`src/design/bridge_pkg.sv`:
```
package bridge_pkg;

	// line geometry
	localparam int beats_per_line = 4;
	localparam int line_bits      = 128;

	// backing memory of the subsystem
	localparam int mem_words      = 256;
	localparam int mem_addr_bits  = 8;   // word index width

	// AXI IDs steer returned beats to their cache
	localparam logic id_icache = 1'b0;
	localparam logic id_dcache = 1'b1;

	typedef enum logic {
		req_word = 1'b0,  // one 32-bit word
		req_line = 1'b1   // four-beat incrementing burst
	} req_kind_e;

	// cache read request
	typedef struct packed {
		req_kind_e   kind;
		logic [31:0] addr;
	} rd_req_s;

	// read address beat
	typedef struct packed {
		logic        id;
		logic [31:0] addr;
		logic [7:0]  len;  // 0 or 3
	} ar_beat_s;

	// read data beat
	typedef struct packed {
		logic        id;
		logic [31:0] data;
		logic        last;
	} r_beat_s;

	// a cache line, whole or as beats; words[0] is the lowest address
	typedef union packed {
		logic [line_bits-1:0]                            flat;
		logic [beats_per_line-1:0][line_bits/beats_per_line-1:0] words;
	} line_u;

	// data cache write request, single word data sits in words[0]
	typedef struct packed {
		req_kind_e   kind;
		logic [31:0] addr;
		logic [3:0]  wstrb;
		line_u       line;
	} wr_req_s;

	// write address beat
	typedef struct packed {
		logic [31:0] addr;
		logic [7:0]  len;
	} aw_beat_s;

	// write data beat
	typedef struct packed {
		logic [31:0] data;
		logic [3:0]  strb;
		logic        last;
	} w_beat_s;

endpackage

```
`src/design/rd_engine.sv`:
```
`timescale 1ns/1ps

module rd_engine (
	input  logic                aclk,
	input  logic                aresetn,
	input  bridge_pkg::r_beat_s r,
	input  logic                rvalid,
	output logic                rready,
	input  logic                arvalid,
	input  logic                arready,
	output logic                rd_busy,
	output logic                icache_ret_valid,
	output logic                icache_ret_last,
	output logic                dcache_ret_valid,
	output logic                dcache_ret_last,
	output logic [31:0]         ret_data
);

	logic        expect_r;    // burst outstanding on R
	logic        beat_valid;
	logic        beat_last;
	logic        beat_id;
	logic [31:0] beat_data;
	logic        r_fire;

	assign r_fire = rvalid & rready;
	assign rready = expect_r;

	// stays up through the cycle that returns the final word
	assign rd_busy = expect_r | (beat_valid & beat_last);

	always_ff @(posedge aclk) begin
		if (!aresetn) begin
			expect_r <= 1'b0;
		end else if (arvalid & arready) begin
			expect_r <= 1'b1;
		end else if (r_fire & r.last) begin
			expect_r <= 1'b0;
		end
	end

	// one-cycle buffer between R and the cache ports
	always_ff @(posedge aclk) begin
		if (!aresetn) begin
			beat_valid <= 1'b0;
			beat_last  <= 1'b0;
			beat_id    <= bridge_pkg::id_icache;
		end else begin
			beat_valid <= r_fire;
			beat_last  <= r_fire & r.last;
			if (r_fire) begin
				beat_id <= r.id;
			end
		end
	end

	always_ff @(posedge aclk) begin
		if (r_fire) begin
			beat_data <= r.data;
		end
	end

	assign ret_data = beat_data;

	assign icache_ret_valid = beat_valid & (beat_id == bridge_pkg::id_icache);
	assign icache_ret_last  = beat_valid & beat_last & (beat_id == bridge_pkg::id_icache);
	assign dcache_ret_valid = beat_valid & (beat_id == bridge_pkg::id_dcache);
	assign dcache_ret_last  = beat_valid & beat_last & (beat_id == bridge_pkg::id_dcache);

endmodule

```
`config.mk`:
```
export PLATFORM = sky130hd
export DESIGN_NAME = rd_engine
export DESIGN_NICKNAME = d
export VERILOG_FILES = /design/src/design/bridge_pkg.sv /design/src/design/rd_engine.sv
export SDC_FILE = /design/constraint.sdc
export NUM_CORES = 1
export LEC_CHECK = 0
export BUFFER_PORTS_ARGS = -buffer_cell sky130_fd_sc_hd__buf_2
export CORE_MARGIN = 2
export CORE_UTILIZATION = 45
export CTS_BUF_LIST = sky130_fd_sc_hd__clkbuf_4 sky130_fd_sc_hd__clkbuf_8
export CTS_CLUSTER_SIZE = 30
export DETAILED_ROUTE_END_ITERATION = 12
export PLACE_DENSITY = 0.83
export SLEW_MARGIN = 20
export SYNTH_ARGS = -nofsm -noshare
export SYNTH_HDL_FRONTEND = slang
export SYNTH_SLANG_ARGS = --single-unit
```
`constraint.sdc`:
```
create_clock -name aclk -period 4.8 [get_ports aclk]
set_input_delay 0.24 -clock aclk [delete_from_list [all_inputs] [get_ports aclk]]
set_output_delay 0.24 -clock aclk [all_outputs]
set_load 0.005 [all_outputs]
```
Yosys cells after proc, flatten, opt, wreduce, memory -nomap -nowiden
Cells that the tools add are included.
- flip-flop bits (word level): 36
- input bits: 39
- output and inout port bits: 38
- logic and storage cells: 18
- multiplexer cells: 2
- bitwise operators: 10
- reduce and logical (&&, ||, !) cells: 1
- operators with widths (operator ; count):
    $and A1 B1 Y1 ; 8
    $mux W1 ; 2
    $reduce_bool A2 Y1 ; 1
    $not A1 Y1 ; 1
    $or A1 B1 Y1 ; 1

Logic depth before layout (Yosys ltp)
- depth after elaboration: 4
- depth in mapped cells: 2
- gate-level depth less buffers: 2

Worst setup path after synthesis
Ideal clock, no wire load.
- path type: reg2reg
- start: reg expect_r, in the netlist rready
- end: reg beat_data[0], in the netlist ret_data[0], enable pin
- library setup time: 0.393 ns
- data arrival time: 1.217 ns
- required time: 4.407 ns
- path slack: 3.190 ns
- stages on the path, launching flop included: 2
- path buffers: 0
- period minus slack after synthesis: 1.610 ns
- cell sequence: dfxtp_1 -> and2_1
- cells in the longest elaborated chain, start to end: 1
- ends and longest elaborated chain (what ; RTL line ; text):
    start: declaration ; rd_engine.sv:19 ; logic expect_r;
    start signal: assignment ; rd_engine.sv:34 ; expect_r <= 1'b0;
    start signal: assignment ; rd_engine.sv:36 ; expect_r <= 1'b1;
    start signal: assignment ; rd_engine.sv:38 ; expect_r <= 1'b0;
    $and A1 B1 Y1 ; rd_engine.sv:26 ; assign r_fire = rvalid & rready;
    named net r_fire ; rd_engine.sv:24 ; logic r_fire;
    end signal: assignment ; rd_engine.sv:59 ; beat_data <= r.data;
    end: declaration ; rd_engine.sv:23 ; logic [31:0] beat_data;
The timed path passes the listed nets, and every way through them passes these cells.
A chain may end at the register's enable or synchronous reset.

Worst setup path after layout
- start: reg expect_r, in the netlist rready
- end: reg beat_data[25], in the netlist ret_data[25], enable pin
Same word-level chain as after synthesis.

==> reports/metrics.yaml <==
status: "finished clean"
drt_iter0_markers: 2
slew_headroom_pct: 74.1
cp.arrival_ns: 1.24
critPathMaxFanout: 33
finalSetupTns_ns: 0
finalHoldViolCount: 0
critPathTopFamily: "flip-flops"
synth_area_leaders: "edfxtp_1 (85%), dfxtp_1 (7.1%), and2_1 (1.7%), and3_1 (1.7%), nand2_1 (1.0%)"
die_area_um2: 2920
swShare_pct: 17.3
finalCritPeriodShare_pct: 26.1
max_stage_delay_ns: 0.41
cp_data_required_time_ns: 4.79
rrSetupSlack_ns: 3.55
max_freq_mhz: 798
synth_most_common_cell: "edfxtp_1"
clockPowerShare_pct: 36.9
tightest_slew_ns: 0.389
synth_area_leader_cell: "edfxtp_1"
max-cap-violations: 0
finClkSkew_ns: 0.0112
synthFlopType: "edfxtp_1"
powerDensity_nw_per_um2: 373
synth-seq-cells: 36
synth_area_per_cell_um2: 22.1
p_switching_uw: 106
holdCritPathClass: "primary input to flip-flop"
cts.sinks: 36
slowest_stage: "dfxtp_1"
cts_tree: "yes"
setup_viol: 0
crit_path_start_kind: "flip-flop"
synthToLayoutAreaGrowth_pct: 46.2
n_antenna_cell: 0
crit_type: "flip-flop to flip-flop"
die_w_um: 54.0
cts_resized: 0
grt_overflow: 0
crit_chain: "and2_1 -> buf_4"
clkTransAtPathRegs_ns: 0.10
core_area_um2: 2430
ant_nets: 0
internal_power_uw: 508
post-cts-setup-buffer-count: 0
cts-htree-levels: 2
place.gp.congestion: 0.663
port_buffers: 76
comb_power_share_pct: 5.3
synth_cell_type_count: 11
placementRows: 18
syn_area_um2: 1130
die_h_um: 54.0
synth_top_cell_area_share_pct: 85.3
rsz0062_at_grt: "no"
synth_edf_count: 32
cts_buffer_depth: 2
clk_latency_ns: 0.33
syn_inst: 51
detail_route.wl_per_cell_um: 14.2
drc: 0
initial_core_util_pct: 46.3
post-route-util_pct: 67.7
drt_pass1_iterations: 2
peakVddDrop_uv: 238
first_global_vias: 689
final_net_count: 174
report.final.slew_viol_count: 0
yosys_warnings: 0
holdBufCountCts: 0
design_area_um2: 1650
track_usage_pct: 16.8
synthArstFlopShare_pct: 0
root_buffer: "clkbuf_4"
seq_area_frac_synth_pct: 92.4
grt_max_degree: 34
layout-drive-gt1-share_pct: 62.5
place_area_um2: 1550
wl_um: 2350
cp-end-kind: "flip-flop"
grt_pass1_wl_um: 3080
synthTopCellsByCount: "edfxtp_1 (32), dfxtp_1 (4), and2_1 (3), and3_1 (3), nand2_1 (3)"
antenna_found_initial: 0
ios: 77
syn_nets: 90
p_leak_nw: 0.737
vias: 751
seqPwrFrac_pct: 57.7
period_minus_slack_ns: 1.25
cp.buffers_inverters: 1
via_per_inst: 4.52
numCtsBuffers: 5
==> metrics by stage <==
stage | std cells | worst slack [ns] | power, mW | hold slack (ns)
4_1_cts | 166 | 3.54 | 0.622 | 0.0578
3_3_place_gp | 158 | 3.61 | 0.393 | 0.418
5_1_grt | 166 | 3.44 | 0.638 | 0.0478
2_1_floorplan | 51 | 3.19 | 0.369 | 0.339
3_5_place_dp | 158 | 3.57 | 0.395 | 0.419
6_report | 166 | 3.55 | 0.614 | 0.0747
==> cells in the final DEF, fill, tap and decap left out, drive strengths merged <==
master  Yosys  routed
nor2b       1       1
edfxtp     32      32
clkbuf      0       7
and2        3       3
nor2        1       1
a31o        1       1
nand2b      1       1
o21ai       1       1
and3        3       3
buf         0      77
nand2       3       3
dfxtp       4       4
nand4       1       1
bufinv      0       1
==> flip-flops by register name, indices dropped and copies added (netlist names) <==
register	count
beat_id	1
beat_last	1
beat_valid	1
ret_data	32
rready	1
==> final timing paths <==
check | to | cells after the start | start
max | ret_data[25] | 2 | rready
min | ret_data[7] | 1 | r[8]
max reg2reg | ret_data[25] | 2 | rready
min reg2reg | beat_id | 2 | beat_id
==> metal layers <==
metal | up-vias | GRT usage, % | routed length (um)
met1 | 330 | 14.3 | 793
met5 | - | 0 | 0
li1 | 363 | - | -
met3 | 5 | 8.89 | 332
met4 | 0 | 12.5 | 56
met2 | 53 | 29.1 | 1170
==> layout make-up <==
cell class	count	area, um^2
clock inverter	1	30.0
sequential	36	1040
timing repair buffer	77	388
clock buffer	7	65.1
fill	171	786
tap	30	37.5
multi-input combinational	15	85.1
==> power by group through the flow <==
| stage | combinational [mW] | clock, mW | sequential, mW |
|---|---|---|---|
| 2_1_floorplan | 0.00545 | 0 | 0.363 |
| 3_3_place_gp | 0.0315 | 0 | 0.361 |
| 3_5_place_dp | 0.0330 | 0 | 0.362 |
| 4_1_cts | 0.0337 | 0.233 | 0.355 |
| 5_1_grt | 0.0367 | 0.245 | 0.356 |
| 6_report | 0.0328 | 0.227 | 0.355 |
==> kinds of logic after synthesis <==
| group | count (synthesis) | synth area share [%] |
|---|---|---|
| AOI/OAI and AO/OA | 2 | 1.22 |
| DFF | 36 | 92.4 |
| and+or+nand+nor | 13 | 6.33 |
(Power assumes the default switching activity.)
