`src/design/bridge_pkg.sv`:
```
package bridge_pkg;

	// line geometry
	localparam int beats_per_line = 4;
	localparam int line_bits      = 128;

	// backing memory of the subsystem
	localparam int mem_words      = 256;
	localparam int mem_addr_bits  = 8;   // word index width

	// AXI IDs steer returned beats to their cache
	localparam logic id_icache = 1'b0;
	localparam logic id_dcache = 1'b1;

	typedef enum logic {
		req_word = 1'b0,  // one 32-bit word
		req_line = 1'b1   // four-beat incrementing burst
	} req_kind_e;

	// cache read request
	typedef struct packed {
		req_kind_e   kind;
		logic [31:0] addr;
	} rd_req_s;

	// read address beat
	typedef struct packed {
		logic        id;
		logic [31:0] addr;
		logic [7:0]  len;  // 0 or 3
	} ar_beat_s;

	// read data beat
	typedef struct packed {
		logic        id;
		logic [31:0] data;
		logic        last;
	} r_beat_s;

	// a cache line, whole or as beats; words[0] is the lowest address
	typedef union packed {
		logic [line_bits-1:0]                            flat;
		logic [beats_per_line-1:0][line_bits/beats_per_line-1:0] words;
	} line_u;

	// data cache write request, single word data sits in words[0]
	typedef struct packed {
		req_kind_e   kind;
		logic [31:0] addr;
		logic [3:0]  wstrb;
		line_u       line;
	} wr_req_s;

	// write address beat
	typedef struct packed {
		logic [31:0] addr;
		logic [7:0]  len;
	} aw_beat_s;

	// write data beat
	typedef struct packed {
		logic [31:0] data;
		logic [3:0]  strb;
		logic        last;
	} w_beat_s;

endpackage

```
`src/design/rd_arbiter.sv`:
```
`timescale 1ns/1ps

module rd_arbiter (
	input  logic                 aclk,
	input  logic                 aresetn,
	input  logic                 icache_rd_req,
	input  bridge_pkg::rd_req_s  icache_req,
	input  logic                 dcache_rd_req,
	input  bridge_pkg::rd_req_s  dcache_req,
	output logic                 icache_rd_rdy,
	output logic                 dcache_rd_rdy,
	input  logic                 rd_busy,
	input  logic                 wr_pending,
	input  logic [31:0]          wr_line_addr,
	output bridge_pkg::ar_beat_s ar,
	output logic                 arvalid,
	input  logic                 arready
);

	logic                free;
	logic                d_hazard;
	logic                i_hazard;
	logic                d_grant;
	logic                i_grant;
	bridge_pkg::rd_req_s win;

	// channel free once the AR beat has gone and the burst is fully returned
	assign free = ~rd_busy & ~arvalid;

	// same line as a write still waiting for B
	assign d_hazard = wr_pending & (dcache_req.addr[31:4] == wr_line_addr[31:4]);
	assign i_hazard = wr_pending & (icache_req.addr[31:4] == wr_line_addr[31:4]);

	assign dcache_rd_rdy = free & ~d_hazard;
	// icache only loses to a dcache request that can actually go
	assign icache_rd_rdy = free & ~i_hazard & ~(dcache_rd_req & ~d_hazard);

	assign d_grant = dcache_rd_req & dcache_rd_rdy;
	assign i_grant = icache_rd_req & icache_rd_rdy;

	assign win = d_grant ? dcache_req : icache_req;

	always_ff @(posedge aclk) begin
		if (!aresetn) begin
			arvalid <= 1'b0;
		end else if (d_grant | i_grant) begin
			arvalid <= 1'b1;
		end else if (arvalid & arready) begin
			arvalid <= 1'b0;
		end
	end

	// AR payload, held until the handshake
	always_ff @(posedge aclk) begin
		if (d_grant | i_grant) begin
			ar.id <= d_grant ? bridge_pkg::id_dcache : bridge_pkg::id_icache;
			if (win.kind == bridge_pkg::req_line) begin
				ar.addr <= {win.addr[31:4], 4'h0};  // line aligned
				ar.len  <= 8'(bridge_pkg::beats_per_line - 1);
			end else begin
				ar.addr <= win.addr;
				ar.len  <= 8'd0;
			end
		end
	end

endmodule

```
`config.mk`:
```
export PLATFORM = sky130hd
export DESIGN_NAME = rd_arbiter
export DESIGN_NICKNAME = d
export VERILOG_FILES = /design/src/design/bridge_pkg.sv /design/src/design/rd_arbiter.sv
export SDC_FILE = /design/constraint.sdc
export NUM_CORES = 1
export LEC_CHECK = 0
export ABC_AREA = 1
export BUFFER_PORTS_ARGS = -buffer_cell sky130_fd_sc_hd__buf_2
export CORE_UTILIZATION = 39
export CTS_BUF_LIST = sky130_fd_sc_hd__clkbuf_2 sky130_fd_sc_hd__clkbuf_4 sky130_fd_sc_hd__clkbuf_8
export CTS_CLUSTER_DIAMETER = 80
export DETAILED_ROUTE_END_ITERATION = 7
export PLACE_DENSITY = 0.75
export REMOVE_ABC_BUFFERS = 1
export SYNTH_ARGS = -nofsm -noshare
export SYNTH_HDL_FRONTEND = slang
export SYNTH_SLANG_ARGS = --single-unit
```
`constraint.sdc`:
```
create_clock -name aclk -period 2.3 [get_ports aclk]
set_input_delay 0.115 -clock aclk [delete_from_list [all_inputs] [get_ports aclk]]
set_output_delay 0.115 -clock aclk [all_outputs]
set_load 0.05 [all_outputs]
```
# After elaboration in Yosys (flattened, before gate mapping)
# Index checks and enable logic that the tools add are counted.
word_totals:
  ff_bits: 42
  input_bits: 105
  output_inout_bits: 44
  elab_cells: 29
classes:
  n_eq_ne: 2
  mux: 5
  bitwise_logic: 16
  reduce_logical: 1
op_table:
  columns: ["cell", "n"]
  rows:
  - ["$eq A28 B28 Y1", 2]
  - ["$mux W33", 1]
  - ["$and A1 B1 Y1", 10]
  - ["$not A1 Y1", 5]
  - ["$mux W1", 3]
  - ["$mux W2", 1]
  - ["$reduce_bool A2 Y1", 1]
  - ["$or A1 B1 Y1", 1]

# Longest topological paths before layout
# Gate-level depths: netlist of run 1.
logic_depth:
  depth_word: 9
  depth_mapped: 15

# Least setup slack after synthesis of run 1
# Ideal clock, no wire load.
synth_path:
  path_kind: "flip-flop to flip-flop"
  startpoint: "reg arvalid"
  endpoint: "reg ar[0] (netlist bit) (enable)"
  t_arrival_ps: 2081
  t_required_ps: 1908
  path_slack_ps: -173
  path_stages_with_launch: 5
  n_path_buf: 1
  period_less_slack_ps: 2473
  cell_sequence: "dfxtp_1 -> nor2_1 -> nand3_4 -> buf_4 -> nand2_1"
synth_between:
  elab_chain_len: 6
  elab_cells_between_ends: 8
  classes_between: "bitwise (8)"
synth_lines:
  columns: ["item", "line_no", "rtl"]
  rows:
  - ["start: declaration", "rd_arbiter.sv:16", "output logic arvalid,"]
  - ["start signal: assignment", "rd_arbiter.sv:45", "arvalid <= 1'b0;"]
  - ["start signal: assignment", "rd_arbiter.sv:47", "arvalid <= 1'b1;"]
  - ["start signal: assignment", "rd_arbiter.sv:49", "arvalid <= 1'b0;"]
  - ["$not A1 Y1 *", "rd_arbiter.sv:28", "assign free = ~rd_busy & ~arvalid;"]
  - ["$and A1 B1 Y1 *", "rd_arbiter.sv:28", null]
  - ["$and A1 B1 Y1 (2 in series)", "rd_arbiter.sv:36", "assign icache_rd_rdy = free & ~i_hazard & ~(dcache_rd_req & ~d_hazard);"]
  - ["$and A1 B1 Y1", "rd_arbiter.sv:39", "assign i_grant = icache_rd_req & icache_rd_rdy;"]
  - ["$or A1 B1 Y1 *", "rd_arbiter.sv:55", "if (d_grant | i_grant) begin"]
  - ["end: declaration", "rd_arbiter.sv:15", "output bridge_pkg::ar_beat_s ar,"]
# Mark *: on every way between the ends. The rest lies on a longest branch, timed or not.
# A chain may end at the register's enable or synchronous reset.

# Final worst setup path of run 1
layout_path:
  startpoint: "reg arvalid"
  endpoint: "reg ar[31] (netlist bit) (enable)"
# The elaborated chain is that of the path after synthesis.

==> summary.md, run 1 <==
| Metric | Value |
|---|---|
| Post-CTS sizing | `0` |
| Largest area contributor in the netlist | `edfxtp_1` |
| Synth unique cells | `24` |
| RSZ-0062 raised after global routing | `no` |
| Total grt overflow | `0` |
| Most frequent cells in the layout | `167 x nand2_1, 138 x buf_2, 75 x inv_1` |
| Drt via density | `4.496` |
| Pins over their slew limit | `0` |
| Status | `completed` |
| Area growth syn-to-layout | `32.64%` |
| Sequential share of the synthesized area | `40.17%` |
| Largest net degree at the start of global routing | `28` |
| Root buf cell | `clkbuf_8` |
| Max IR drop VDD | `339.4 µV` |
| GPL Wtd Cong | `0.7956` |
| Register-to-Register Setup Slack | `750 ps` |
| N_diodes | `0` |
| Starting DRT DRC Count | `76` |
| Cells after synthesis | `387` |
| I/O pin count | `149` |
| Synth area leaders | `edfxtp_1 39%, nand2_1 24%, inv_1 11%` |
| Area of all placed cells without fillers | `3437 µm²` |
| Cts hold-fix bufs | `0` |
| Die Ht | `83.51 µm` |
| Post-CTS setup buffer count | `0` |
| Syn Std Cell Area | `2591 µm²` |
| Clock skew | `5.396 ps` |
| Worst Path Max Fanout | `19` |
| Register bit count reported by yosys | `35` |
| Worst setup endpoint | `ar[31]` |
| Area post-placement | `3348 µm²` |
| Required @ worst endpoint | `2270 ps` |
| CTS tree | `done` |
| Gr usage total | `19.51%` |
| DR pass1 iterations | `4` |
| Post-DP HPWL | `5.572 mm` |
| Cell area power density | `551.1 nW/µm²` |
| Worst R2R End | `ar[31]` |
| Yosys top cell area share | `39.40%` |
| Leakage Power | `2.013 nW` |
| YS warnings | `0` |
| Worst Path Arrival | `1510 ps` |
| Core area | `6386 µm²` |
| Antenna viol nets, final | `0` |
| CP Launch Point | `arvalid` |
| Clock slew at reported path FFs | `70 ps` |
| FMAX | `646.4 MHz` |
| CP Class | `flip-flop to flip-flop` |
| CP endpoint kind | `flip-flop` |
| Routed length per placed instance | `11.09 µm` |
| Minimum clock period | `1547 ps` |
| Commonest non-fill, non-tap cell in the layout | `nand2_1` |
| Die ar. | `6974 µm²` |
| Num rows | `29` |
| Max-cap violations | `0` |
| Crit path launch type | `flip-flop` |
| DR DRC count | `0` |
| Final setup fails | `0` |
| Clock Tree Buf Depth | `2` |
| Clock Sinks | `35` |
| First-pass GRT wire length | `10.81 mm` |
| Layout cells sized above 1 | `30.19%` |
| Htree depth | `2` |
| Mapped Avg Cell Area | `6.696 µm²` |
| Vias in the first global route | `2536` |
| R2R depth | `5` |
| Die width | `83.51 µm` |
| Worst hold path class | `input port to flip-flop` |
| Starting Density | `40.58%` |
| Hold Fails Final Rpt | `0` |
| Final WL | `6.733 mm` |
| Input/output buffers | `138` |
| Final-stage net count | `634` |
| Worst-skew pair later-pin latency | `290 ps` |
| Routed via count | `2729` |
| Final hold slack | `16.87 ps` |
| Num CTS Buffers | `5` |
| Antenna violations before repair | `0` |
| Critical R2R Launch | `arvalid` |
| Final cycle utilization of the critical path | `67.26%` |
-- worst min path at each step --
stage	slack, ps	from	endpoint	depth (start not counted)
after global placement	300	aresetn	arvalid	3
after global routing	8	aresetn	arvalid	3
after CTS	4	aresetn	arvalid	3
after floorplan	210	aresetn	arvalid	2
final	20	aresetn	arvalid	3
after detailed placement	310	aresetn	arvalid	3
-- layout make-up --
class	count	area, µm²
Tap cell	77	96.34
Clock inverter	1	5.005
Sequential cell	35	1041
Inverter	80	300.3
Clock buffer	7	83.83
Multi-Input combinational cell	264	1170
Fill cell	645	2949
Timing Repair Buffer	143	740.7
-- worst max-delay path, stage by stage, from the launching register on --
cell and delay, ps:
dfxtp_1 330, nor2_1 100, buf_4 170, nand3_4 180
nand2_1 140, buf_4 290
-- flip-flops by register name (all words and copies together), names as in the netlist --
signal,count
ar,34
arvalid,1
-- power breakdown --
| group | leakage (nW) | internal (mW) | switching (mW) |
|---|---|---|---|
| combinational | 1.63 | 0.194 | 0.454 |
| clock | 0.0491 | 0.236 | 0.227 |
| sequential | 0.337 | 0.770 | 0.0118 |
-- kinds of logic (layout without fill, tap and decap cells) --
family / Yosys count / in the layout / share of synthesized area, %
and+or+nand+nor: 212 / 212 / 33.03
buffers and inverters: 93 / 231 / 15.40
DFF: 35 / 35 / 40.17
AOI/OAI and AO/OA: 31 / 31 / 6.180
xor gates and xnor gates: 15 / 15 / 5.070
other: 1 / 6 / 0.1447
-- cells in the mapped netlist (all sizes together) --
cell type  instances
conb               1
o211ai             1
xnor2              8
buf               13
nand2            169
o21ai             24
nor2              25
clkinv             1
a21oi              4
inv               79
dfxtp              1
nand3              6
edfxtp            34
nand4             12
o22ai              2
xor2               7
-- through the flow --
stage | power [mW] | cells | TNS (ps) | setup slack (ps) | util [%]
2_1_floorplan | 1.218 | 379 | -11600 | -341.2 | -
3_3_place_gp | 1.434 | 599 | 0 | 514.5 | 52.43
3_5_place_dp | 1.446 | 599 | 0 | 481.9 | 52.43
4_1_cts | 1.908 | 607 | 0 | 742.0 | 53.82
5_1_grt | 1.995 | 607 | 0 | 582.9 | 53.82
6_report | 1.894 | 607 | 0 | 753.0 | 53.82
-- layer usage --
metal	vias up	GRT usage (%)	part of all wire (%)
li1	1445	-	-
met1	1186	23.94	45
met2	90	34.50	48
met3	8	3.759	5.8
met4	0	6.163	1.4
met5	-	0	0
Power figures use the tool's default switching activity.
==> run 2: changes to the inputs <==
==> constraint.sdc (replaced) <==
create_clock -name aclk -period 1.35 [get_ports aclk]
set_input_delay 0.0675 -clock aclk [delete_from_list [all_inputs] [get_ports aclk]]
set_output_delay 0.0675 -clock aclk [all_outputs]
set_load 0.05 [all_outputs]
==> run 2 against run 1 <==
The run now ends with negative setup slack left. Design area up 21%. Die area unchanged. Sequential power up 71%. Final cell count up 7.4%. Global-route usage up 1.7 points. Via count up 10%. Core utilization up 11 points. Clock power up 69%. Clock skew up 3.7 ps. Clock-buffer cell count unchanged. Flip-flop and latch count unchanged. Hold slack better by 65 ps. Critical path type is now input port to output pin. Highest routed layer unchanged.
==> summary.md, run 2 (same netlist as run 1, synthesis figures left out) <==
| Metric | Value |
|---|---|
| Critical R2R Launch | `arvalid` |
| Worst hold path depth | `3` |
| Status | `finished, violations left` |
| CP Class | `input port to output pin` |
| Max IR drop VDD | `507.0 µV` |
| Pins over their slew limit | `0` |
| Worst Path Arrival | `1390 ps` |
| HP Start | `icache_req[14]` |
| GPL Wtd Cong | `0.8988` |
| Gr usage total | `21.26%` |
| Register share of total power | `38.1%` |
| Clock slew at reported path FFs | `80 ps` |
| I/O pin count | `149` |
| RSZ-0062 raised after global routing | `yes` |
| DR DRC count | `0` |
| Max-cap violations | `0` |
| CP endpoint kind | `output pin` |
| Core area | `6386 µm²` |
| Largest register FFs | `34` |
| Input/output buffers | `138` |
| Failing checks | `negative setup slack` |
| Clock power frac | `22.4%` |
| Area growth syn-to-layout | `60.45%` |
| Inst Count DP | `628` |
| Worst hold path class | `input port to flip-flop` |
| WHS Endpoint | `ar[22]` |
| Leakage Power | `2.322 nW` |
| Vias in the first global route | `2855` |
| FMAX | `688.2 MHz` |
| CTS tree | `done` |
| DR pass1 iterations | `4` |
| Most frequent cells in the layout | `141 x nand2_1, 128 x buf_2, 64 x inv_1` |
| Cell area power density | `842.1 nW/µm²` |
| Final setup fails | `18` |
| # fillers | `555` |
| Die Ht | `83.51 µm` |
| Registers with the most flip-flops | `ar x34, arvalid x1` |
| Crit path launch type | `input port` |
| Routed length per placed instance | `12.33 µm` |
| Worst R2R End | `ar[38]` |
| Die width | `83.51 µm` |
| Register bank with the most flops | `ar` |
| Net switching power | `1.284 mW` |
| Routed via count | `3014` |
| Util after Layout | `65.11%` |
| Layout cells sized above 1 | `45.74%` |
| First-pass GRT wire length | `11.99 mm` |
| Post-DP HPWL | `5.962 mm` |
| Largest net degree at the start of global routing | `24` |
| Hold Fails Final Rpt | `0` |
| Final cycle utilization of the critical path | `107.6%` |
| Drt via density | `4.623` |
| Final-stage net count | `679` |
| Final WL | `8.038 mm` |
| Worst Path Max Fanout | `4` |
| Num rows | `29` |
| Final WS setup | `-103.1 ps` |
| Htree depth | `2` |
| Fin cells | `652` |
| Clock Sinks | `35` |
| Total grt overflow | `0` |
| Num CTS Buffers | `5` |
| Antenna violations before repair | `0` |
| Combinational share of power | `39.4%` |
| R2R depth | `7` |
| N_diodes | `0` |
| Place WS | `-332.5 ps` |
| P_int | `2.217 mW` |
| Antenna viol nets, final | `0` |
| Starting DRT DRC Count | `91` |
| Register-to-Register Setup Slack | `-50 ps` |
| Die ar. | `6974 µm²` |
| Starting Density | `40.58%` |
| Net Sw Frac | `36.67%` |
| Root buf cell | `clkbuf_8` |
| Required @ worst endpoint | `1280 ps` |
| Clock skew | `9.135 ps` |
| Commonest non-fill, non-tap cell in the layout | `nand2_1` |
| Clock Tree Buf Depth | `2` |
| Minimum clock period | `1453 ps` |
| Worst-skew pair later-pin latency | `280 ps` |
==> run 2: worst max path at each step <==
stage	slack, ps	start	end
detailed placement	-330	dcache_req[24]	ar[21]
global route	-160	dcache_req[8]	icache_rd_rdy
global placement	-280	dcache_req[24]	ar[21]
floorplan	-1290	arvalid	ar[0]
finish	-100	wr_line_addr[14]	icache_rd_rdy
CTS	-20	wr_line_addr[17]	icache_rd_rdy
==> run 2: power groups by stage <==
stage	clock network, mW	registers, mW	logic (mW)
after floorplan	0	1.69	0.385
final	0.786	1.34	1.38
after detailed placement	0	1.36	1.18
after global placement	0	1.36	1.16
after global routing	0.852	1.34	1.49
after CTS	0.814	1.34	1.21
==> run 2: metrics by stage <==
stage | hold slack [ps] | cell area (µm²) | power [mW] | setup TNS, ps
finish | 82.16 | 4158 | 3.501 | -481.4
global route | 80.62 | 4158 | 3.681 | -2084
CTS | 78.86 | 3781 | 3.362 | -18.93
detailed placement | 267.8 | 3578 | 2.541 | -17690
global placement | 248.7 | 3578 | 2.518 | -15790
floorplan | 165.1 | 2511 | 2.076 | -61840
==> run 2: timing repair <==
action / 4_1_cts / 5_1_grt
hold endpoints to repair: 1 / 0
endpoints found under the setup margin: 35 / 71
resized for setup: 18 / 94
hold buffers: 1 / 0
buffers inserted: 6 / 5
pin swaps: 7 / 30
cloned: 0 / 5
==> run 2: routing by layer <==
layer  global-route usage, %  vias up  share of wire, %
li1                        -     1544                 -
met1                   25.11     1333                41
met2                   39.12      125                52
met3                   3.956       12               6.0
met4                   6.163        0               1.6
met5                       0        -                 0
==> run 2: worst max-delay path, cell delays in order <==
cell     delay, ps
buf_2          120
nor2_1         140
nor2_2          50
nor2_1         130
nand3_1        120
nor2_2         170
nand2_2        110
buf_6          150
a21oi_4        150
buf_6          170
==> run 2: final cells by class <==
| type | count | area [µm²] | area share (%) |
|---|---|---|---|
| clock buffer | 7 | 83.83 | 2.016 |
| sequential | 35 | 1042 | 25.07 |
| timing repair buffer | 187 | 1237 | 29.76 |
| multi-input combinational | 265 | 1383 | 33.25 |
| inverter | 80 | 310.3 | 7.463 |
| clock inverter | 1 | 5.005 | 0.1204 |
| tap | 77 | 96.34 | 2.317 |
