### src/design/bridge_pkg.sv
package bridge_pkg;

	// line geometry
	localparam int beats_per_line = 4;
	localparam int line_bits      = 128;

	// backing memory of the subsystem
	localparam int mem_words      = 256;
	localparam int mem_addr_bits  = 8;   // word index width

	// AXI IDs steer returned beats to their cache
	localparam logic id_icache = 1'b0;
	localparam logic id_dcache = 1'b1;

	typedef enum logic {
		req_word = 1'b0,  // one 32-bit word
		req_line = 1'b1   // four-beat incrementing burst
	} req_kind_e;

	// cache read request
	typedef struct packed {
		req_kind_e   kind;
		logic [31:0] addr;
	} rd_req_s;

	// read address beat
	typedef struct packed {
		logic        id;
		logic [31:0] addr;
		logic [7:0]  len;  // 0 or 3
	} ar_beat_s;

	// read data beat
	typedef struct packed {
		logic        id;
		logic [31:0] data;
		logic        last;
	} r_beat_s;

	// a cache line, whole or as beats; words[0] is the lowest address
	typedef union packed {
		logic [line_bits-1:0]                            flat;
		logic [beats_per_line-1:0][line_bits/beats_per_line-1:0] words;
	} line_u;

	// data cache write request, single word data sits in words[0]
	typedef struct packed {
		req_kind_e   kind;
		logic [31:0] addr;
		logic [3:0]  wstrb;
		line_u       line;
	} wr_req_s;

	// write address beat
	typedef struct packed {
		logic [31:0] addr;
		logic [7:0]  len;
	} aw_beat_s;

	// write data beat
	typedef struct packed {
		logic [31:0] data;
		logic [3:0]  strb;
		logic        last;
	} w_beat_s;

endpackage

### src/design/wr_engine.sv
`timescale 1ns/1ps

module wr_engine (
	input  logic                 aclk,
	input  logic                 aresetn,
	input  logic                 dcache_wr_req,
	input  bridge_pkg::wr_req_s  dcache_wr,
	output logic                 dcache_wr_rdy,
	output logic                 wr_pending,
	output logic [31:0]          wr_line_addr,
	output bridge_pkg::aw_beat_s aw,
	output logic                 awvalid,
	input  logic                 awready,
	output bridge_pkg::w_beat_s  w,
	output logic                 wvalid,
	input  logic                 wready,
	input  logic                 bvalid,
	output logic                 bready
);

	logic                                        busy;
	logic                                        accept;
	logic                                        w_fire;
	logic                                        w_last;
	logic                                        is_line;
	logic [$clog2(bridge_pkg::beats_per_line)-1:0] beat_cnt;
	bridge_pkg::req_kind_e                       kind_q;
	logic [31:0]                                 addr_q;
	logic [3:0]                                  wstrb_q;
	bridge_pkg::line_u                           line_q;

	assign accept = dcache_wr_req & dcache_wr_rdy;
	assign w_fire = wvalid & wready;
	assign is_line = (kind_q == bridge_pkg::req_line);

	assign dcache_wr_rdy = ~busy;

	// covers the accept cycle too, so a read in that same cycle is held off
	assign wr_pending   = busy | dcache_wr_req;
	assign wr_line_addr = busy ? addr_q : dcache_wr.addr;

	// wait for B once both AW and all W beats are out
	assign bready = busy & ~awvalid & ~wvalid;

	assign w_last = ~is_line | (beat_cnt == ($bits(beat_cnt))'(bridge_pkg::beats_per_line - 1));

	always_comb begin
		aw.addr = is_line ? {addr_q[31:4], 4'h0} : addr_q;
		aw.len  = is_line ? 8'(bridge_pkg::beats_per_line - 1) : 8'd0;
		w.data  = line_q.words[0];  // current beat always at the bottom
		w.strb  = is_line ? 4'hf : wstrb_q;
		w.last  = w_last;
	end

	always_ff @(posedge aclk) begin
		if (!aresetn) begin
			busy     <= 1'b0;
			awvalid  <= 1'b0;
			wvalid   <= 1'b0;
			beat_cnt <= '0;
		end else if (accept) begin
			busy     <= 1'b1;
			awvalid  <= 1'b1;
			wvalid   <= 1'b1;
			beat_cnt <= '0;
		end else begin
			if (awvalid & awready) begin
				awvalid <= 1'b0;
			end
			// AW and W finish in any order
			if (w_fire) begin
				if (w_last) begin
					wvalid <= 1'b0;
				end else begin
					beat_cnt <= beat_cnt + 1'b1;
				end
			end
			if (bvalid & bready) begin
				busy <= 1'b0;  // one B closes the burst
			end
		end
	end

	// request copy; the line shifts down one word per W beat
	always_ff @(posedge aclk) begin
		if (accept) begin
			kind_q  <= dcache_wr.kind;
			addr_q  <= dcache_wr.addr;
			wstrb_q <= dcache_wr.wstrb;
			line_q  <= dcache_wr.line;
		end else if (w_fire) begin
			line_q.flat <= line_q.flat >> $bits(line_q.words[0]);
		end
	end

endmodule

### config.mk
export PLATFORM = sky130hd
export DESIGN_NAME = wr_engine
export DESIGN_NICKNAME = d
export VERILOG_FILES = /design/src/design/bridge_pkg.sv /design/src/design/wr_engine.sv
export SDC_FILE = /design/constraint.sdc
export NUM_CORES = 1
export LEC_CHECK = 0
export ABC_AREA = 1
export BUFFER_PORTS_ARGS = -buffer_cell sky130_fd_sc_hd__buf_2
export CAP_MARGIN = 20
export CORE_UTILIZATION = 55
export CTS_BUF_LIST = sky130_fd_sc_hd__clkbuf_2 sky130_fd_sc_hd__clkbuf_4 sky130_fd_sc_hd__clkbuf_8
export DETAILED_ROUTE_END_ITERATION = 16
export PLACE_DENSITY = 0.84
export SYNTH_ARGS = -nofsm -noshare
export SYNTH_HDL_FRONTEND = slang
export SYNTH_SLANG_ARGS = --single-unit
export TNS_END_PERCENT = 5
### constraint.sdc
create_clock -name aclk -period 6.9 [get_ports aclk]
set_input_delay 0.69 -clock aclk [delete_from_list [all_inputs] [get_ports aclk]]
set_output_delay 0.69 -clock aclk [all_outputs]
set_load 0.01 [all_outputs]
======== Word-level counts from Yosys, hierarchy flattened ========
Cells that the tools add are included.
storage, ports and cells
  latch bits .............................. 0
  memory bits (read-only) ................. 0
  bits in writable memories ............... 0
  flip-flop bits (word level) ............. 170
  output and inout port bits .............. 114
  memories ................................ 0
cells by class
  magnitude comparators ................... 0
  multipliers ............................. 0
  shift-type cells ........................ 0
  multiplexer cells ....................... 13
  $add $sub $neg .......................... 1
  equal/unequal tests ..................... 1
  reduce and logical (&&, ||, !) cells .... 7
  divide/modulo/power cells ............... 0
  bitwise operators ....................... 14
operators with widths
  cell                                         count
  2-to-1 mux 128 bit                           2
  2-to-1 mux 32 bit                            1
  2-to-1 mux 4 bit                             2
  nonzero test 2 bit                           4
  2-to-1 mux 1 bit                             7
  AND 1 bit                                    6
  inverter 1 bit                               6
  AND reduction 2 bit                          2
  adder 2 x 1 -> 2 bit, second input constant  1
  == test 2 bit, second input constant         1
  2-to-1 mux 2 bit                             1
  OR 1 bit                                     2
  OR reduction 2 bit                           1

======== Depth between registers and ports, before layout ========
Gate-level depths: netlist of the first run.
  depth in word-level cells ............... 6
  gate-level depth with buffers ........... 7
  gate-level depth less buffers ........... 6

======== Worst setup path after synthesis of the first run ========
OpenSTA, ideal clock, no wires.
  path type ............................... input -> register
  from .................................... in dcache_wr_req
  to ...................................... reg line_q[0] in the netlist's numbering (enable)
  required time ........................... 6408 ps
  cell stages on the path ................. 6
  slack ................................... 2381 ps
  data arrival time ....................... 4027 ps
  path buffers ............................ 2
  library setup time ...................... 492 ps
  path through ............................ inv_1 nor2_4 inv_2 buf_2 buf_2 nand2_1
between the ends
  longest elaborated chain between the ends .. 2
ends and longest elaborated chain
  item                                 RTL line         text
  from (decl)                          wr_engine.sv:6   input logic dcache_wr_req,
  AND 1 bit                            wr_engine.sv:32  assign accept = dcache_wr_req & dcache_wr_rdy;
  nonzero test 2 bit (no source line)  --
  to (signal assigned)                 wr_engine.sv:90  line_q <= dcache_wr.line;
  to (decl)                            wr_engine.sv:30  bridge_pkg::line_u line_q;
No other way between the ends.
A chain may end at the register's enable or synchronous reset.

======== Worst setup path in the final report of the first run ========
  from .................................... reg busy
  to ...................................... reg line_q[27] in the netlist's numbering (enable)
between the ends
  longest elaborated chain between the ends .. 3
ends and longest elaborated chain
  item                                 RTL line         text
  from (decl)                          wr_engine.sv:21  logic busy;
  from (signal assigned)               wr_engine.sv:57  busy <= 1'b0;
  from (signal assigned)               wr_engine.sv:62  busy <= 1'b1;
  from (signal assigned)               wr_engine.sv:79  busy <= 1'b0;
  inverter 1 bit                       wr_engine.sv:36  assign dcache_wr_rdy = ~busy;
  AND 1 bit                            wr_engine.sv:32
  nonzero test 2 bit (no source line)  --
No other way between the ends.

==> impl_results.md, run 1 <==
* Status: completed
* Max-cap violations at 0
* Clock slew seen by the registers of the worst setup and hold paths at 0.09 ns
* Area growth syn-to-layout at 18.76%
* R2R cell count at 6
* CP endpoint: line_q[27]
* TritonCTS clock tree: done
* WP data required at 6.99 ns
* Row count at 42
* Worst EP arrival at 3.68 ns
* Reg-to-reg slack, setup at 3.32 ns
* Number of global-route vias before repair at 4951
* Setup TNS at 0 ns
* Type of origin of the critical path: flop
* Setup Buffers After CTS at 0
* IO Port Bufs at 278
* Final hold violations at 0
* # placed instances at 1127
* Vias at 5358
* Antenna Nets Post-Route at 0
* Fillers at 1036
* FF+latch count, synth at 170
* Slew @ Worst Pin at 1.078 ns
* Wire length of the first global-routing pass at 23.54 mm
* Die area at 14310 µm²
* # H-tree levels at 4
* Sequential fraction of the synthesis area at 66.44%
* Number of top-level pins at 285
* Layout cell share with drive strength beyond 1 at 32.59%
* Leak at 4.477 nW
* CTS Buffer Depth at 2
* Drt wl/cell at 13.22 µm
* Pwr per Cell Area at 248.6 nW/µm²
* Core Region at 13350 µm²
* Die W at 119.6 µm
* Post-Syn Area at 7609 µm²
* Total track usage at 21.66%
* Via density at 4.611
* Final core utilization at 67.70%
* Slew Limit Fails at 0
* Netlist cell types at 17
* Iter 0 DRT Violations at 420
* Final Cycle Share at 51.96%
* Max Freq at 278.9 MHz
* Routability cong. at 0.8058
* End of the worst register-to-register path: line_q[27]
* WS Path Type: flop to flop
* Critical path capture point type: flop
* Worst slack, placed at 2.975 ns
* Remaining Overflow, GRT at 0
* Root Buffer: clkbuf_8
* Sink Count at 170
* Hpwl dp at 10.90 mm
* Multi-input gate area at 1742 µm²
* Worst-Skew Late Latency at 0.44 ns
* Drt drc at 0
* Skew final at 0.01205 ns
* FF-to-FF Start: busy
* Worst vdd ir at 0.0001402 V
* Pin count of the biggest net entering global routing at 92
* Final min period at 3.585 ns
* Worst hold path type: input pin to flop
* Final non-filler cell total at 1162
* Synth area leader: edfxtp_1
* Area contributors post-synth: edfxtp_1 65%, nand2_1 19%, buf_4 6.8%
* Final worst slack at 3.315 ns
* Drt pass-1 iters at 6
* Max-slew headroom at 28.01%
* Total CTS buffers at 17
* Hold-fix buffers at CTS at 0
* Initial core utilization at 57.00%
* Syn Inst Count at 765
* Syn_area_per_cell at 9.946 µm²
* Total area of sequential cells at 5055 µm²
* CP max FO at 75
* Fin nets at 1144
* Routed wire length at 15.36 mm
* Die Y at 119.6 µm
* Synth Warn # at 0
* Antenna violations before repair at 1
* RSZ-0062 raised after global routing: false
* Final setup viols at 0
* Quantity of gates resized following cts at 0
* CP startpoint: busy
* Synth top area share at 65.12%
==> worst min-delay path by stage <==
stage | start | endpoint | depth (start not counted)
5_1_grt | dcache_wr[131] | wstrb_q[3] | 1
2_1_floorplan | beat_cnt[1] | beat_cnt[1] | 2
6_report | bvalid | busy | 2
3_3_place_gp | awvalid | awvalid | 2
4_1_cts | dcache_wr[164] | is_line | 1
3_5_place_dp | awvalid | awvalid | 2
==> cells in the final DEF, fill, tap and decap left out, drive strengths merged <==
cell type	Yosys	routed
o21ai	4	4
inv	47	49
a21oi	3	3
edfxtp	165	165
ha	1	1
bufinv	0	1
buf	89	284
diode	0	1
clkbuf	12	17
nor2	45	45
nand3	2	2
nand2	387	387
clkinvlp	0	6
conb	1	6
or2	4	4
dfxtp	5	5
clkinv	0	6
==> metal layers <==
layer / GRT usage, % / vias up / wire length [µm]
met3: 6.416 / 28 / 1048
met5: 0 / - / 0
li1: - / 2748 / -
met4: 9.766 / 0 / 387
met2: 36.13 / 211 / 7679
met1: 25.96 / 2371 / 6246
==> stage by stage <==
stage	hold slack (ns)	power (mW)	instance area (µm²)
3_3_place_gp	0.4752	1.616	8617
6_report	0.4175	2.247	9036
5_1_grt	0.3760	2.353	9036
3_5_place_dp	0.4840	1.628	8617
2_1_floorplan	0.4592	1.534	7627
4_1_cts	0.3883	2.258	8979
==> cells in the mapped netlist <==
master	number
nand2_1	387
edfxtp_1	165
buf_4	69
inv_1	46
nor2_1	44
buf_2	19
clkbuf_1	12
dfxtp_1	5
o21ai_0	4
or2_2	4
a21oi_1	3
nand3_1	2
buf_1	1
conb_1	1
ha_1	1
inv_2	1
nor2_4	1
==> flip-flops by register name (all words and copies together), names as in the netlist <==
| signal | cells |
|---|---|
| is_line | 1 |
| awvalid | 1 |
| busy | 1 |
| wstrb_q | 4 |
| line_q | 128 |
| addr_q | 32 |
| beat_cnt | 2 |
| wvalid | 1 |
==> worst max-delay path: stages, from the launching register on <==
cell	delay, ns
dfxtp_1	0.67
nor2_4	0.24
buf_4	0.58
inv_4	0.42
nand2_4	0.35
buf_16	0.34
buf_4	0.48
==> final cells by class <==
cell class / count / area share, %
Sequential cell: 170 / 55.94
Multi-Input combinational cell: 452 / 19.27
Timing Repair Buffer: 284 / 16.34
Clock buffer: 17 / 2.589
Tap cell: 176 / 2.437
Inverter: 47 / 1.980
Clock inverter: 15 / 1.412
Antenna cell: 1 / 0.02769
==> where the power goes <==
| group | total [mW] | internal [mW] | switching, mW | leakage (nW) |
|---|---|---|---|---|
| Sequential | 1.29 | 1.26 | 0.0313 | 1.66 |
| Clock | 0.640 | 0.284 | 0.357 | 0.166 |
| Combinational | 0.318 | 0.123 | 0.195 | 2.65 |
| Total | 2.25 | 1.66 | 0.583 | 4.48 |
==> cells by family (layout without fill, tap and decap cells) <==
kind of cell / after synthesis / in the layout / share of synthesized area (%)
AOI/OAI and AO/OA: 7 / 7 / 0.4604
other: 1 / 7 / 0.04929
buffers and inverters: 148 / 363 / 11.02
adders and majority gates: 1 / 1 / 0.1644
and+or+nand+nor: 438 / 438 / 21.87
DFF: 170 / 170 / 66.44
No activity file was read; power rests on OpenSTA's default activity.
==> inputs of run 2 (changes only) <==
- CORE_UTILIZATION: 55 -> 51
- PLACE_DENSITY: 0.84 -> 0.78
- clock period: 6.9 -> 3.3 ns (I/O delays scaled with it)
==> run 2 against run 1 <==
  * Largest power group unchanged
  * Utilization decreased by 5.4 points
  * Critical endpoint is now bready
  * Register-to-register slack lost 2.2 ns
  * Critical path type is now flop to output pin
  * Clock-buffer cell count grew 3
==> impl_results.md, run 2 (same netlist as run 1, synthesis figures left out) <==
* Max-slew headroom at 33.72%
* # H-tree levels at 4
* Power consumption at 4.786 mW
* Number of top-level pins at 285
* Wire length of the first global-routing pass at 23.17 mm
* Drt drc at 0
* Routed wire length at 15.71 mm
* Setup Buffers After CTS at 0
* Worst EP arrival at 2.08 ns
* End of the worst register-to-register path: line_q[12]
* Slew @ Worst Pin at 0.9943 ns
* Worst-Skew Late Latency at 0.45 ns
* Total CTS buffers at 17
* Via density at 4.523
* R2R cell count at 3
* Worst vdd ir at 0.0003048 V
* Antenna violations before repair at 2
* Die W at 124.1 µm
* Commonest non-fill, non-tap cell in the layout: nand2_1
* Biggest register: line_q
* Drt pass-1 iters at 4
* Final Cycle Share at 73.09%
* Leak at 4.497 nW
* Hold path start: bvalid
* # placed instances at 1135
* Root Buffer: clkbuf_8
* Die Y at 124.1 µm
* Row count at 44
* Remaining Overflow, GRT at 0
* Antenna Nets Post-Route at 0
* Hold-fix buffers at CTS at 0
* Sink Count at 170
* CTS Buffer Depth at 2
* Commonest non-fill, non-tap cells in the layout: 386 x nand2_1, 278 x buf_2, 165 x edfxtp_1
* Largest regs: line_q: 128 flops, addr_q: 32 flops, wstrb_q: 4 flops
* IO Port Bufs at 278
* CP max stage cell: dfxtp_1
* Final setup viols at 0
* RSZ-0062 raised after global routing: false
* TritonCTS clock tree: done
* Fin nets at 1143
* Skew final at 0.009846 ns
* Slew Limit Fails at 0
* Final min period at 2.412 ns
* Die area at 15410 µm²
* WP data required at 2.97 ns
* Critical path capture point type: output pin
* Status: completed
* Number of global-route vias before repair at 4735
* Initial core utilization at 52.35%
* Max Freq at 414.6 MHz
* Final hold violations at 0
* FF-to-FF Start: busy
* Final non-filler cell total at 1171
* Max-cap violations at 0
* Type of origin of the critical path: flop
* Worst hold stages at 2
* Design area at 9054 µm²
* Pwr per Cell Area at 528.6 nW/µm²
* Worst Hold End: busy
* Reg-to-reg slack, setup at 1.09 ns
* CP max FO at 29
* Largest stage delay on the critical path at 0.38 ns
* Dpl cell area at 8636 µm²
* Pin count of the biggest net entering global routing at 129
* Routability cong. at 0.7996
* Worst hold path type: input pin to flop
* Drt wl/cell at 13.42 µm
* Worst slack, placed at 0.9908 ns
* Iter 0 DRT Violations at 449
* Clock slew seen by the registers of the worst setup and hold paths at 0.09 ns
* Total track usage at 20.42%
* Quantity of gates resized following cts at 0
* Core Region at 14530 µm²
* WS Path Type: flop to output pin
* Layout cell share with drive strength beyond 1 at 32.72%
* Max reg flops at 128
* CP cell instances: buf_4 -> inv_1 -> buf_16 -> nor2_1 -> nand2_1 -> inv_1 -> buf_2
* Area growth syn-to-layout at 18.99%
* Vias at 5296
* Setup TNS at 0 ns
* Crit path top cell by count: inv_1
* Hpwl dp at 10.59 mm
* Final worst slack at 0.8881 ns
==> run 2: changes by cell type in the layout (fill, tap and decap cells not counted), sizes merged, moves of 2 or more <==
cell,change
inv,-2
diode,+2
clkbuf,+3
clkinv,+2
clkinvlp,-4
==> run 2: power breakdown <==
part | switching [mW] | leakage (nW) | internal, mW
registers | 0.0600 | 1.66 | 2.63
logic | 0.415 | 2.64 | 0.250
clock network | 0.735 | 0.197 | 0.693
==> run 2: per-layer routing <==
layer	global-route usage [%]	routed length (µm)
met5	0	0
met4	9.003	362
met3	6.639	1245
met2	31.77	7441
met1	26.08	6663
==> run 2: worst max path at each step <==
| stage | start | to |
|---|---|---|
| final | busy | bready |
| after global placement | dcache_wr_req | line_q[7] |
| after global routing | busy | bready |
| after detailed placement | dcache_wr_req | beat_cnt[1] |
| after floorplan | dcache_wr_req | line_q[0] |
| after CTS | busy | wr_line_addr[3] |
==> run 2: layout make-up <==
cell class / instances / area (µm²)
Antenna cell: 3 / 7.507
Clock buffer: 20 / 256.5
Clock inverter: 12 / 126.4
Fill cell: 1224 / 5480
Inverter: 47 / 178.9
Multi-Input combinational cell: 452 / 1750
Sequential cell: 170 / 5055
Tap cell: 184 / 230.2
Timing Repair Buffer: 283 / 1449
==> run 2: worst max-delay path: cells and delay by family (launching register included) <==
kind / cells / cell delay (ns)
buffers and inverters: 5 / 1.05
flip-flops: 1 / 0.38
AND/OR/NAND/NOR: 2 / 0.15
==> run 2: metrics by stage <==
step                      util, %  hold WS (ns)
after floorplan                 -        0.4216
after global placement      59.42        0.4795
after detailed placement    59.42        0.4884
after CTS                   62.05       0.01705
after global routing        62.28       0.01053
final                       62.29       0.04734
==> inputs of run 3 (changes only) <==
- ABC_AREA: 1 -> 0
- CORE_UTILIZATION: 51 -> 46
- PLACE_DENSITY: 0.78 -> 0.74
- clock period: 3.3 -> 1.95 ns (I/O delays scaled with it)
==> run 3 against run 2 <==
  * Critical path depth fell by 1
  * Sequential share of layout area fell by 6.7 points
  * Global-route usage rose by 0.79 points
  * Register-to-register slack got worse by 0.97 ns
  * Largest cell class unchanged
  * Critical endpoint is now wvalid
  * Worst setup slack got worse by 0.77 ns
  * Total power rose by 77%
  * Sequential power rose by 70%
  * Final cell count rose by 3.1%
  * Non-clock buffer count rose by 119
  * Die area rose by 11%
  * Synthesized cell count fell by 15%
==> impl_results.md, run 3 <==
* Worst-Skew Late Latency at 0.45 ns
* FF+latch count, synth at 170
* Leak at 4.665 nW
* Antenna Nets Post-Route at 0
* Total track usage at 21.21%
* Drt drc at 0
* Die Y at 130.8 µm
* Number of top-level pins at 285
* Largest regs: line_q: 128 flops, addr_q: 32 flops, wstrb_q: 4 flops
* Status: completed
* Syn Inst Count at 650
* Drt pass-1 iters at 5
* Worst EP arrival at 2.22 ns
* Fin nets at 1150
* Final core utilization at 64.06%
* Final setup viols at 0
* Remaining Overflow, GRT at 0
* Die W at 130.8 µm
* Met2 WL at 9.001 mm
* Synth area leader: edfxtp_1
* Vias at 5518
* Routed metal-1 wirelength at 7.386 mm
* CP max FO at 38
* Syn_area_per_cell at 11.75 µm²
* RSZ-0062 raised after global routing: false
* Number of global-route vias before repair at 5352
* Worst vdd ir at 0.0003939 V
* Hpwl dp at 11.47 mm
* Sequential fraction of the synthesis area at 66.20%
* Top post-synthesis cells by count: 292 x nand2_1, 165 x edfxtp_1, 69 x buf_4
* Pin count of the biggest net entering global routing at 97
* Main synth FF type: edfxtp_1
* Row count at 46
* Final hold violations at 0
* Root Buffer: clkbuf_8
* Final min period at 1.831 ns
* Met3 WL at 1.369 mm
* Routed wire length at 18.15 mm
* Max-slew headroom at 53.62%
* Iter 0 DRT Violations at 297
* Synth Warn # at 0
* Initial core utilization at 47.55%
* Post-Syn Area at 7636 µm²
* Worst hold path type: input pin to flop
* Skew final at 0.01316 ns
* Area growth syn-to-layout at 34.70%
* Max reg flops at 128
* Top layer in use: met5
* Die area at 17120 µm²
* Final Cycle Share at 93.87%
* ANT cells at 0
* CTS Buffer Depth at 2
* Netlist cell types at 28
* Via density at 4.572
* Max-cap violations at 0
* Slew Limit Fails at 0
* TritonCTS clock tree: done
* Clock slew seen by the registers of the worst setup and hold paths at 0.08 ns
* Sink Count at 170
* Post-synthesis async set-or-reset flop share at 0%
* Core Region at 16060 µm²
* Biggest register: line_q
* Commonest non-fill, non-tap cell in the layout: nand2_1
* Routability cong. at 0.8108
* Critical path capture point type: flop
* IO Port Bufs at 278
* Commonest non-fill, non-tap cells in the layout: 291 x nand2_1, 278 x buf_2, 165 x edfxtp_1
* Post-synth EDFFs at 165
* Wire length of the first global-routing pass at 26.73 mm
* Drt wl/cell at 15.03 µm
* Slew @ Worst Pin at 0.6958 ns
* WS Path Type: flop to flop
* Antenna violations before repair at 1
* Top-count cell post-synth: nand2_1
* Type of origin of the critical path: flop
* Layout cell share with drive strength beyond 1 at 36.02%
* Total CTS buffers at 17
* WP data required at 2.34 ns
* # H-tree levels at 4
* Pwr per Cell Area at 822.9 nW/µm²
* Area contributors post-synth: edfxtp_1 65%, nand2_1 14%, buf_4 6.8%
* Synth top area share at 64.89%
* Setup TNS at 0 ns
* Max Freq at 546.3 MHz
## run 3: layer usage
layer	GRT usage, %	vias to the layer above
li1	-	2733
met1	24.67	2529
met2	36.01	227
met3	7.288	27
met4	8.452	2
met5	0	-
## run 3: per-stage QoR
stage          power (mW)  cells  hold WS, ns  worst slack, ns  area, µm²
3_5_place_dp        5.802   1061       0.3730           0.2294       8718
6_report            8.465   1207      0.02844           0.1195      10290
2_1_floorplan       5.437    655       0.2820           0.1720       7671
3_3_place_gp        5.773   1061       0.3704           0.2674       8718
4_1_cts             8.498   1205   0.00008479          0.02520      10240
5_1_grt             8.826   1207     0.001236          0.01498      10290
## run 3: layout make-up
type / count / area [µm²]
clock buffers: 19 / 249.0
clock inverters: 13 / 151.4
fillers: 1208 / 5772
inverters: 2 / 15.01
multi-input cells: 385 / 1859
flip-flops and latches: 170 / 5055
well taps: 216 / 270.3
repair buffers: 402 / 2686
## run 3: path summary, 6_finish.rpt
check / from / to / slack [ns] / depth (start not counted)
max: busy / wvalid / 0.12 / 6
min: dcache_wr[49] / line_q[49] / 0.03 / 3
max reg2reg: busy / wvalid / 0.12 / 6
min reg2reg: line_q[66] / line_q[34] / 0.51 / 2
## run 3: kinds of logic after synthesis
kind of cell | synth area share [%]
AO/OA/AOI/OAI | 0.3113
XOR/XNOR | 0.1147
adder cells (fa/ha/maj) | 0.1638
buffers and inverters | 9.979
flip-flops | 66.20
multiplexers | 4.850
other | 0.04911
AND/OR/NAND/NOR | 18.34
## run 3: critical path, stage by stage, from the launching register on
cell           delay, ns
dfxtp_1             0.34
nand2b_4            0.22
inv_8               0.21
buf_12              0.23
o21ai_1             0.08
a31oi_1             0.13
dlygate4sd3_1       0.55
## run 3: repair_timing
item	in CTS	in global routing
setup endpoints to repair	19	4
gates resized for setup	1	7
hold endpoints to repair	111	2
hold buffers	112	2
setup buffers	0	0
## run 3: where the power goes
group	switching, mW	internal (mW)	leakage (nW)
Sequential	0.107	4.45	1.66
Clock	1.26	1.28	0.197
Combinational	0.721	0.645	2.81
Total	2.09	6.38	4.66
